--- src/design/irq_pkg.sv ---
package irq_pkg;

  // Timing class codes, shared by delay and width
  localparam int timing_class_w = 2;
  localparam logic [timing_class_w-1:0] class_very_short = 2'd0;
  localparam logic [timing_class_w-1:0] class_short      = 2'd1;
  localparam logic [timing_class_w-1:0] class_normal     = 2'd2;
  localparam logic [timing_class_w-1:0] class_long       = 2'd3;

  // Counter widths
  localparam int delay_w = 8;
  localparam int cnt_w   = 6;
  localparam int count_w = 16;
  localparam int irq_w   = 2;

  // Gap ranges are base .. base + mask
  localparam logic [delay_w-1:0] delay_base [4] = '{
    class_very_short: 8'd1,
    class_short:      8'd16,
    class_normal:     8'd48,
    class_long:       8'd112
  };
  localparam logic [delay_w-1:0] delay_mask [4] = '{
    class_very_short: 8'd15,
    class_short:      8'd31,
    class_normal:     8'd63,
    class_long:       8'd127
  };

  // Pulse length ranges, same scheme
  localparam logic [cnt_w-1:0] width_base [4] = '{
    class_very_short: 6'd2,
    class_short:      6'd4,
    class_normal:     6'd8,
    class_long:       6'd16
  };
  localparam logic [cnt_w-1:0] width_mask [4] = '{
    class_very_short: 6'd3,
    class_short:      6'd7,
    class_normal:     6'd15,
    class_long:       6'd31
  };

  // Field layout of one random word
  localparam int delay_lsb   = 0;
  localparam int width_lsb   = 8;
  localparam int value_lsb   = 16;
  localparam int value_sel_w = 7;

  // Selector limits, out of 128, for roughly 10/30/60 percent
  localparam logic [value_sel_w-1:0] value_both_lim = 7'd13;
  localparam logic [value_sel_w-1:0] value_mach_lim = 7'd51;

  // Line values, bit 1 machine and bit 0 supervisor
  localparam logic [irq_w-1:0] irq_both = 2'b11;
  localparam logic [irq_w-1:0] irq_mach = 2'b10;
  localparam logic [irq_w-1:0] irq_sup  = 2'b01;

  // Sequencer state codes
  localparam int state_w = 2;
  localparam logic [state_w-1:0] st_idle  = 2'd0;
  localparam logic [state_w-1:0] st_delay = 2'd1;
  localparam logic [state_w-1:0] st_pulse = 2'd2;

  localparam logic [31:0] rng_seed = 32'h2545F491;

endpackage

--- src/design/irq_draw_decode.sv ---
module irq_draw_decode (
  input  logic [31:0]                        rand_word,
  input  logic [irq_pkg::timing_class_w-1:0] cur_delay_class,
  input  logic [irq_pkg::timing_class_w-1:0] cur_width_class,
  output logic [irq_pkg::delay_w-1:0]        delay_cnt,
  output logic [irq_pkg::cnt_w-1:0]          width_cnt,
  output logic [irq_pkg::irq_w-1:0]          irq_value
);

  import irq_pkg::*;

  logic [delay_w-1:0]     delay_field;
  logic [cnt_w-1:0]       width_field;
  logic [value_sel_w-1:0] value_sel;

  logic [delay_w-1:0] delay_off;
  logic [cnt_w-1:0]   width_off;

  // Split the word into its three fixed fields
  assign delay_field = rand_word[delay_lsb +: delay_w];
  assign width_field = rand_word[width_lsb +: cnt_w];
  assign value_sel   = rand_word[value_lsb +: value_sel_w];

  // Gap length
  always_comb begin
    delay_off = delay_field & delay_mask[cur_delay_class];
    delay_cnt = delay_base[cur_delay_class] + delay_off;
  end

  // Pulse length
  always_comb begin
    width_off = width_field & width_mask[cur_width_class];
    width_cnt = width_base[cur_width_class] + width_off;
  end

  // Weighted pick of which lines to raise
  always_comb begin
    if (value_sel < value_both_lim) begin
      irq_value = irq_both;
    end else if (value_sel < value_mach_lim) begin
      irq_value = irq_mach;
    end else begin
      irq_value = irq_sup;
    end
  end

endmodule

--- src/design/irq_rng.sv ---
module irq_rng (
  input  logic        clk_i,
  input  logic        rst,
  input  logic        draw_step,
  output logic [31:0] rand_word
);

  import irq_pkg::*;

  logic [31:0] state_q;
  logic [31:0] mix_a;
  logic [31:0] mix_b;
  logic [31:0] state_next;

  // Xorshift32 with shifts 13, 17, 5
  always_comb begin
    mix_a      = state_q ^ (state_q << 13);
    mix_b      = mix_a ^ (mix_a >> 17);
    state_next = mix_b ^ (mix_b << 5);
  end

  // Only moves on a draw, so the sequence depends on draws alone
  always_ff @(posedge clk_i) begin
    if (rst) begin
      state_q <= rng_seed;
    end else if (draw_step) begin
      state_q <= state_next;
    end
  end

  // Consumer sees the word before the step
  assign rand_word = state_q;

endmodule

--- src/design/irq_sequencer.sv ---
module irq_sequencer (
  input  logic                               clk_i,
  input  logic                               rst,
  input  logic                               begin_drive,
  input  logic                               end_drive,
  input  logic [irq_pkg::timing_class_w-1:0] delay_class,
  input  logic [irq_pkg::timing_class_w-1:0] width_class,
  input  logic [irq_pkg::delay_w-1:0]        delay_cnt,
  input  logic [irq_pkg::cnt_w-1:0]          width_cnt,
  input  logic [irq_pkg::irq_w-1:0]          irq_value,
  output logic                               draw_step,
  output logic [irq_pkg::timing_class_w-1:0] cur_delay_class,
  output logic [irq_pkg::timing_class_w-1:0] cur_width_class,
  output logic [irq_pkg::irq_w-1:0]          irq_line,
  output logic [irq_pkg::count_w-1:0]        irq_count,
  output logic                               driving
);

  import irq_pkg::*;

  logic [state_w-1:0] state_q;
  logic [delay_w-1:0] gap_left_q;
  logic [cnt_w-1:0]   pulse_left_q;

  // Width and value of the pulse that follows the current gap
  logic [cnt_w-1:0] width_q;
  logic [irq_w-1:0] value_q;

  logic [timing_class_w-1:0] delay_class_q;
  logic [timing_class_w-1:0] width_class_q;

  logic start_drive;
  logic gap_done;
  logic pulse_last;
  logic pulse_done;

  assign start_drive = (state_q == st_idle) && begin_drive && !end_drive;
  assign gap_done    = (state_q == st_delay) && (gap_left_q == delay_w'(1));
  assign pulse_last  = (state_q == st_pulse) && (pulse_left_q == cnt_w'(1));

  // A pulse cut by end_drive does not count as done
  assign pulse_done = pulse_last && !end_drive;

  // One draw on start and one at the end of every full pulse
  assign draw_step = start_drive || pulse_done;

  assign driving = (state_q != st_idle);

  // In idle the live classes feed the decoder so the first draw sees them
  assign cur_delay_class = (state_q == st_idle) ? delay_class : delay_class_q;
  assign cur_width_class = (state_q == st_idle) ? width_class : width_class_q;

  always_ff @(posedge clk_i) begin
    if (start_drive) begin
      delay_class_q <= delay_class;
      width_class_q <= width_class;
    end
  end

  // Capture the rest of the drawn word for the coming pulse
  always_ff @(posedge clk_i) begin
    if (draw_step) begin
      width_q <= width_cnt;
      value_q <= irq_value;
    end
  end

  // Main FSM, end_drive wins in every state
  always_ff @(posedge clk_i) begin
    if (rst) begin
      state_q      <= st_idle;
      gap_left_q   <= '0;
      pulse_left_q <= '0;
      irq_line     <= '0;
    end else if (end_drive) begin
      state_q  <= st_idle;
      irq_line <= '0;
    end else begin
      case (state_q)
        st_idle: begin
          if (begin_drive) begin
            state_q    <= st_delay;
            gap_left_q <= delay_cnt;
          end
        end

        st_delay: begin
          if (gap_done) begin
            state_q      <= st_pulse;
            pulse_left_q <= width_q;
            irq_line     <= value_q;
          end else begin
            gap_left_q <= gap_left_q - delay_w'(1);
          end
        end

        st_pulse: begin
          if (pulse_last) begin
            // Back to a fresh gap from the word drawn this cycle
            state_q    <= st_delay;
            gap_left_q <= delay_cnt;
            irq_line   <= '0;
          end else begin
            pulse_left_q <= pulse_left_q - cnt_w'(1);
          end
        end

        default: begin
          state_q  <= st_idle;
          irq_line <= '0;
        end
      endcase
    end
  end

  // Completed pulse counter, kept across begin/end
  always_ff @(posedge clk_i) begin
    if (rst) begin
      irq_count <= '0;
    end else if (pulse_done) begin
      irq_count <= irq_count + count_w'(1);
    end
  end

endmodule

--- src/design/irq_stim_top.sv ---
module irq_stim_top (
  input  logic                               clk_i,
  input  logic                               rst,
  input  logic                               begin_drive,
  input  logic                               end_drive,
  input  logic [irq_pkg::timing_class_w-1:0] delay_class,
  input  logic [irq_pkg::timing_class_w-1:0] width_class,
  output logic [irq_pkg::irq_w-1:0]          irq_line,
  output logic [irq_pkg::count_w-1:0]        irq_count,
  output logic                               driving
);

  import irq_pkg::*;

  logic        draw_step;
  logic [31:0] rand_word;

  logic [timing_class_w-1:0] cur_delay_class;
  logic [timing_class_w-1:0] cur_width_class;

  // Decoded draw, valid every cycle
  logic [delay_w-1:0] delay_cnt;
  logic [cnt_w-1:0]   width_cnt;
  logic [irq_w-1:0]   irq_value;

  irq_rng u_rng (
    .clk_i     (clk_i),
    .rst       (rst),
    .draw_step (draw_step),
    .rand_word (rand_word)
  );

  irq_draw_decode u_decode (
    .rand_word       (rand_word),
    .cur_delay_class (cur_delay_class),
    .cur_width_class (cur_width_class),
    .delay_cnt       (delay_cnt),
    .width_cnt       (width_cnt),
    .irq_value       (irq_value)
  );

  irq_sequencer u_seq (
    .clk_i           (clk_i),
    .rst             (rst),
    .begin_drive     (begin_drive),
    .end_drive       (end_drive),
    .delay_class     (delay_class),
    .width_class     (width_class),
    .delay_cnt       (delay_cnt),
    .width_cnt       (width_cnt),
    .irq_value       (irq_value),
    .draw_step       (draw_step),
    .cur_delay_class (cur_delay_class),
    .cur_width_class (cur_width_class),
    .irq_line        (irq_line),
    .irq_count       (irq_count),
    .driving         (driving)
  );

endmodule

--- config.mk ---
export PLATFORM = sky130hd
export DESIGN_NAME = irq_stim_top
export DESIGN_NICKNAME = d
export VERILOG_FILES = /design/src/design/irq_pkg.sv /design/src/design/irq_draw_decode.sv /design/src/design/irq_rng.sv /design/src/design/irq_sequencer.sv /design/src/design/irq_stim_top.sv
export SDC_FILE = /design/constraint.sdc
export NUM_CORES = 1
export LEC_CHECK = 0
export BUFFER_PORTS_ARGS = -buffer_cell sky130_fd_sc_hd__buf_2
export CAP_MARGIN = 20
export CORE_MARGIN = 2
export CORE_UTILIZATION = 66
export DETAILED_ROUTE_END_ITERATION = 16
export GPL_ROUTABILITY_DRIVEN = 0
export PLACE_DENSITY = 0.86
export SETUP_SLACK_MARGIN = 0.3
export SLEW_MARGIN = 20
export SYNTH_ARGS = -nofsm -noshare
export SYNTH_HDL_FRONTEND = slang
export SYNTH_SLANG_ARGS = --single-unit
--- constraint.sdc ---
create_clock -name clk_i -period 6.8 [get_ports clk_i]
set_input_delay 0.68 -clock clk_i [delete_from_list [all_inputs] [get_ports clk_i]]
set_output_delay 0.68 -clock clk_i [all_outputs]
set_load 0.1 [all_outputs]
==> metrics.md, run 1 <==
| Metric | Value |
|---|---|
| Outcome | `finished clean` |
| Clock sinks | `78` |
| Largest net degree at the start of global routing | `75` |
| Top Ports | `27` |
| CP required | `7.01 ns` |
| Final setup fails | `0` |
| EDFF count, synth | `12` |
| Cell Pwr Density | `257 mW/mm^2` |
| DRT iter0 DRCs | `284` |
| CTS tree | `yes` |
| Vias after detailed routing | `3,625` |
| Fin crit period | `2.95 ns` |
| Row count | `30` |
| Actual slew at the worst max-slew pin | `0.749 ns` |
| First-pass GRT wire length | `16,000 um` |
| Post-Synthesis Cells | `500` |
| Register area share after synthesis | `37.5%` |
| Area delta synth->final | `6.73%` |
| F_max | `338 MHz` |
| Post-CTS Hold Fix Bufs | `0` |
| Share of Yosys cell area claimed by the top area cell type | `29.5%` |
| Worst skew pair latency | `0.35 ns` |
| Relative slew slack | `50.0%` |
| FFs w/ async S/R, synth | `0%` |
| Initial antenna violation count | `0` |
| CP peak stage delay | `0.67 ns` |
| Detailed Route WL | `9960 um` |
| Number of global-route vias before repair | `3,387` |
| CP arrival | `3.17 ns` |
| Die area | `0.00746 sq mm` |
| Post-Syn Area per Cell | `8.96 sq um` |
| DP HPWL | `6910 um` |
| Vias per cell | `6.11` |
| Antenna cells | `0` |
| Final setup margin | `3.85 ns` |
| Yosys warns | `0` |
| Max FO, Critical Path | `24` |
| Die X-Extent | `86.4 um` |
| CTS Buf Count | `9` |
| Pre-CTS worst setup slack | `3.68 ns` |
| Worst hold margin | `0.497 ns` |
| Mapped Nets | `519` |
| Cts repair resizes | `0` |
| Post-synthesis register bit count | `78` |
| Unique cell type count in the Yosys netlist | `56` |
| Worst setup EP type | `register` |
| Initial Utilization | `67.1%` |
| Hold Fails Final Rpt | `0` |
| H-tree depth | `3` |
| Final clock skew | `0.00889 ns` |
| DRT antenna net count | `0` |
| Slowest cell on crit path | `clkinv_1` |
| Die extent in y | `86.4 um` |
| Tcrit/Tclk final | `43.5%` |
| Nets@finish | `527` |
| HP Class | `register to register` |
| CP startpoint kind | `register` |
| Netlist Area Pre-Place | `0.00448 sq mm` |
| Post-CTS Setup Inserts | `0` |
| Longest Clk Path Bufs | `2` |
| DRC | `0` |
| Core area | `0.00668 sq mm` |
| Critical path type | `register to register` |
| Clk slew on worst S/H paths | `0.08 ns` |
| Pleak | `1.86 nW` |
| Slew Viols, Final | `0` |
| All-Layer GR Usage | `27.3%` |
| Drt pass-1 iters | `4` |
| Port buffer count | `26` |
| VDD IR max | `0.203 mV` |
| RSZ-0062 raised after global routing | `false` |
| Top FF cell, synth | `dfxtp_1` |
| Crit-path cells | `nor2_1 -> nand3_2 -> inv_1 -> nor2_2 -> clkinv_1 -> a211oi_1 -> a31oi_1` |
| Root buf cell | `clkbuf_8` |
| Ratio of cells with drive above 1 in the final layout | `10.9%` |
| Setup TNS Final | `0 ns` |
| Routed len/inst | `16.8 um` |
| Synth top area cells | `dfxtp_1 29%, xnor2_1 9.4%, edfxtp_1 8.0%` |
| Grt ovf | `0` |
| Max-Cap Viols | `0` |
| Synth area leader | `dfxtp_1` |
## layer usage
layer,vias up,routed length [um],track usage [%],share of wire [%]
li1,1753,-,-,-
met1,1736,4500,36.1,45
met2,111,4790,43.8,48
met3,25,429,5.90,4.3
met4,0,234,10.8,2.4
met5,-,0,0,0
## through the flow
stage / total power [mW] / util (%) / cell area (sq um) / cells
final: 1.23 / 71.6 / 4780 / 593
after floorplan: 0.830 / - / 4480 / 500
after CTS: 1.23 / 71.6 / 4780 / 593
after global routing: 1.29 / 71.6 / 4780 / 593
after global placement: 0.876 / 68.7 / 4590 / 577
after detailed placement: 0.887 / 68.7 / 4590 / 577
## where the power goes
part	internal [mW]	total [mW]	switching [mW]
Sequential	0.506	0.565	0.0589
Clock	0.179	0.345	0.166
Combinational	0.161	0.320	0.159
## cells by family (layout without fill, tap and decap cells)
logic type | Yosys count | after routing | synth area share [%]
AND/OR/NAND/NOR | 165 | 165 | 19.9
AO/OA/AOI/OAI | 110 | 110 | 15.7
XOR/XNOR | 90 | 90 | 19.1
flip-flops | 78 | 78 | 37.5
buffers and inverters | 44 | 57 | 4.05
adder cells (fa/ha/maj) | 11 | 11 | 3.24
multiplexers | 2 | 2 | 0.447
## synthesized netlist by cell type (4+ instances only)
| master | number |
|---|---|
| inv_1 | 12 |
| nand2_1 | 17 |
| nor2b_1 | 5 |
| buf_2 | 4 |
| a211oi_1 | 11 |
| nand3_1 | 8 |
| and3_1 | 7 |
| or3_1 | 7 |
| o21ai_0 | 16 |
| dfxtp_1 | 66 |
| a31oi_1 | 9 |
| and2_1 | 5 |
| xnor2_1 | 48 |
| a211o_1 | 6 |
| clkbuf_1 | 23 |
| nand2b_1 | 17 |
| nor3_1 | 13 |
| xor2_1 | 37 |
| xnor3_1 | 5 |
| nand3b_1 | 8 |
| nor2_1 | 54 |
| a31o_2 | 4 |
| nand4_1 | 6 |
| ha_1 | 10 |
| a21oi_1 | 42 |
| edfxtp_1 | 12 |
## worst max-delay path, delay by kind of cell, from the launching register on
kind | cells | cell delay, ns
buf+inv | 2 | 0.93
simple gates | 3 | 0.79
flops | 1 | 0.60
compound gates | 2 | 0.48
## layout make-up
class | count | area [sq um]
multi-input cells | 378 | 2620
clock buffers | 12 | 145
repair buffers | 27 | 138
clock inverters | 4 | 47.5
flip-flops and latches | 78 | 1680
inverters | 14 | 52.6
fillers | 510 | 1900
well taps | 80 | 100
## registers in the layout, summed over array words and instances (netlist names)
signal / cells
u_seq.gap_left_q: 8
u_seq.value_q: 2
u_seq.width_q: 6
u_seq.width_class_q: 2
u_seq.delay_class_q: 2
u_seq.state_q: 2
u_seq.pulse_left_q: 6
u_seq.irq_count: 16
u_rng.rand_word: 32
u_seq.irq_line: 2
## cell usage in the layout (no fill, tap or decap), drive strengths merged, types with 3 or more instances in the layout
master | netlist | layout
ha | 10 | 10
nand4 | 7 | 7
o21ai | 16 | 16
o31ai | 3 | 3
a31oi | 9 | 9
and3 | 7 | 7
nand2 | 17 | 17
xor2 | 37 | 37
a211oi | 11 | 11
a31o | 4 | 4
o21ba | 3 | 3
nor2 | 55 | 55
xnor3 | 5 | 5
nand3b | 8 | 8
inv | 12 | 12
a21oi | 42 | 42
clkinv | 2 | 4
nor4 | 3 | 3
and2 | 5 | 5
a211o | 6 | 6
buf | 7 | 27
clkbuf | 23 | 12
o32ai | 3 | 3
nand3 | 11 | 11
xnor2 | 48 | 48
nor3 | 13 | 13
nor2b | 5 | 5
or3 | 7 | 7
nand2b | 17 | 17
edfxtp | 12 | 12
dfxtp | 66 | 66
## worst paths after layout
kind | startpoint | endpoint | slack, ns | depth (start not counted)
setup reg to reg | u_seq.state_q[0] | u_rng.rand_word[18] | 3.85 | 7
hold / removal | u_seq.gap_left_q[4] | u_seq.gap_left_q[4] | 0.50 | 2
hold reg to reg | u_seq.gap_left_q[4] | u_seq.gap_left_q[4] | 0.50 | 2
setup / recovery | u_seq.state_q[0] | u_rng.rand_word[18] | 3.85 | 7
Note: power is estimated with default switching activity, not from simulation.
==> run 2: changes to the inputs <==
- ABC_AREA: not set -> 1
- CORE_UTILIZATION: 66 -> 62
- PLACE_DENSITY: 0.86 -> 0.81
- clock period: 6.8 -> 2.8 ns (I/O delays scaled with it)
==> run 2 against run 1 <==
Effect of this change:
- area after synthesis is 6.4% higher
- register-to-register slack worse by 3.3 ns
- critical endpoint is now u_seq.gap_left_q[6]
- utilization is 1.3 points lower
- first-iteration DRC count is 11% lower
- wire length is 15% higher
- final cell count is 44% higher
- maximum frequency is 31% higher
==> metrics.md, run 2 <==
| Metric | Value |
|---|---|
| Synth Area in Adders | `3.04%` |
| Grt ovf | `0` |
| Post-CTS Hold Fix Bufs | `0` |
| Critical path type | `register to register` |
| Initial antenna violation count | `0` |
| Most frequent cells in the layout | `243 x nand2_1, 93 x nor2_1, 74 x inv_1, 66 x dfxtp_1, 45 x a21oi_1` |
| HP Start | `width_class[1]` |
| Core area | `0.00733 sq mm` |
| DP HPWL | `8140 um` |
| Critical path launch point | `u_seq.state_q[0]` |
| Port buffer count | `26` |
| DRT antenna net count | `0` |
| EDFF count, synth | `12` |
| Max FO, Critical Path | `5` |
| H-tree depth | `3` |
| Fin crit period | `2.25 ns` |
| Final setup fails | `0` |
| Register area share after synthesis | `35.3%` |
| F_max | `444 MHz` |
| Relative slew slack | `60.3%` |
| Vias after detailed routing | `4,623` |
| Unique cell type count in the Yosys netlist | `32` |
| HP Class | `input port to register` |
| Area delta synth->final | `8.08%` |
| Longest Clk Path Bufs | `2` |
| Slowest cell on crit path | `dfxtp_1` |
| Root buf cell | `clkbuf_8` |
| Slew Viols, Final | `0` |
| Yosys warns | `0` |
| Clk slew on worst S/H paths | `0.09 ns` |
| Max-Cap Viols | `0` |
| Critical path's top delay family | `simple AND/OR/NAND/NOR gates` |
| Netlist Area Pre-Place | `0.00477 sq mm` |
| Cts repair resizes | `0` |
| Simple-gate share of the synthesized area | `34.0%` |
| Worst r2r src | `u_seq.state_q[0]` |
| Pleak | `2.46 nW` |
| Outcome | `finished clean` |
| Post-CTS Setup Inserts | `0` |
| Routed len/inst | `13.5 um` |
| Crit-path cells | `inv_1 -> nand2_2 -> nand2_1 -> nand2_1 -> nand2_1 -> inv_1 -> ha_1 -> ha_1 -> nand3_1 -> nand3_1 -> o21bai_1 -> inv_1 -> nor2_1 -> nor2_1 -> nor2_1` |
| CTS Buf Count | `9` |
| Cell Pwr Density | `564 mW/mm^2` |
| Ratio of cells with drive above 1 in the final layout | `8.50%` |
| Synth top area cells | `dfxtp_1 28%, nand2_1 19%, edfxtp_1 7.6%` |
| XOR/XNOR Fraction of Synth Area | `8.63%` |
| Synth cell count leaders | `244 x nand2_1, 94 x nor2_1, 74 x inv_1, 66 x dfxtp_1, 45 x a21oi_1` |
| CP peak stage delay | `0.48 ns` |
| Worst skew pair latency | `0.36 ns` |
| Row count | `31` |
| FFs w/ async S/R, synth | `0%` |
| Antenna cells | `0` |
| Post-Syn Area per Cell | `6.57 sq um` |
| Top-count cell post-synth | `nand2_1` |
| Die area | `0.00841 sq mm` |
| Mapped Nets | `745` |
| Worst hold margin | `0.132 ns` |
| Setup TNS Final | `0 ns` |
| First-pass GRT wire length | `19,600 um` |
| Largest net degree at the start of global routing | `38` |
| Die X-Extent | `91.7 um` |
| CTS tree | `yes` |
| All-Layer GR Usage | `28.8%` |
| Synth Area in Compound Gates | `10.1%` |
| Initial Utilization | `65.0%` |
| Dpl cells | `836` |
| RSZ-0062 raised after global routing | `false` |
| Final clock skew | `0.0116 ns` |
| Buf+Inv Stages, Crit Path | `3` |
| CP arrival | `2.56 ns` |
| Nets@finish | `767` |
| CP required | `3.11 ns` |
| DRT iter0 DRCs | `254` |
| Tcrit/Tclk final | `80.4%` |
| Vias per cell | `5.43` |
| Worst setup EP type | `register` |
| Post-synthesis mux area share | `0%` |
| Number of global-route vias before repair | `4,456` |
| Top Ports | `27` |
| Hold Fails Final Rpt | `0` |
| Actual slew at the worst max-slew pin | `0.591 ns` |
| Top FF cell, synth | `dfxtp_1` |
| Share of Yosys cell area claimed by the top area cell type | `27.7%` |
| Most common cell after layout, fill and taps aside | `nand2_1` |
| Layout Cells excl Fill | `852` |
| Largest family of logic cells by synthesized area | `simple AND/OR/NAND/NOR gates` |
| Post-synthesis register bit count | `78` |
| Detailed Route WL | `11,500 um` |
| Drt pass-1 iters | `5` |
| Die extent in y | `91.7 um` |
| Largest register FFs | `32` |
| Clock sinks | `78` |
| VDD IR max | `0.417 mV` |
| DRC | `0` |
| Synth area leader | `dfxtp_1` |
| Post-Synthesis Cells | `726` |
| CP startpoint kind | `register` |
[run 2: area by class of cell]
class,instances,area (sq um)
Multi-Input combinational cell,550,2670
Fill cell,606,2180
Sequential cell,78,1680
Inverter,79,297
Timing Repair Buffer,30,160
Clock buffer,9,124
Tap cell,99,124
Clock inverter,7,96.3
[run 2: worst reg2reg max path, stage by stage, from the launching register on]
cell	delay, ns
dfxtp_1	0.48
inv_1	0.15
nand2_2	0.13
nand2_1	0.09
nand2_1	0.08
nand2_1	0.10
inv_1	0.08
ha_1	0.19
ha_1	0.21
nand3_1	0.13
nand3_1	0.13
o21bai_1	0.13
inv_1	0.08
nor2_1	0.09
nor2_1	0.05
nor2_1	0.07
[run 2: worst paths after layout]
kind                       endpoint  slack, ns  depth (start not counted)
min          u_seq.width_class_q[1]       0.13                          1
max reg2reg     u_seq.gap_left_q[6]       0.55                         15
max             u_seq.gap_left_q[6]       0.55                         15
min reg2reg     u_rng.rand_word[31]       0.48                          2
[run 2: per-stage QoR]
| stage | area [sq um] | total power, mW | util, % | setup WS [ns] |
|---|---|---|---|---|
| 6_report | 5150 | 2.91 | 70.3 | 0.548 |
| 3_5_place_dp | 4930 | 1.94 | 67.2 | 0.487 |
| 2_1_floorplan | 4770 | 1.81 | - | 0.555 |
| 4_1_cts | 5150 | 2.90 | 70.2 | 0.397 |
| 3_3_place_gp | 4930 | 1.91 | 67.2 | 0.606 |
| 5_1_grt | 5150 | 3.06 | 70.3 | 0.301 |
[run 2: layer usage]
| metal | vias to the layer above | track usage [%] | routed length, um |
|---|---|---|---|
| met3 | 28 | 4.68 | 592 |
| met2 | 150 | 49.3 | 5400 |
| met1 | 2119 | 35.9 | 5210 |
| met4 | 0 | 12.6 | 262 |
| li1 | 2326 | - | - |
| met5 | - | 0 | 0 |
[run 2: cell families after synthesis]
| group | count (synthesis) |
|---|---|
| simple gates | 399 |
| flops | 78 |
| compound gates | 93 |
| buf+inv | 98 |
| xor+xnor | 47 |
| fa+ha+maj | 11 |
[run 2: power breakdown]
group          total [mW]  switching (mW)  internal, mW  leakage, nW
sequential           1.28          0.0768          1.21        0.651
clock               0.967           0.462         0.506        0.110
combinational       0.654           0.420         0.234         1.70
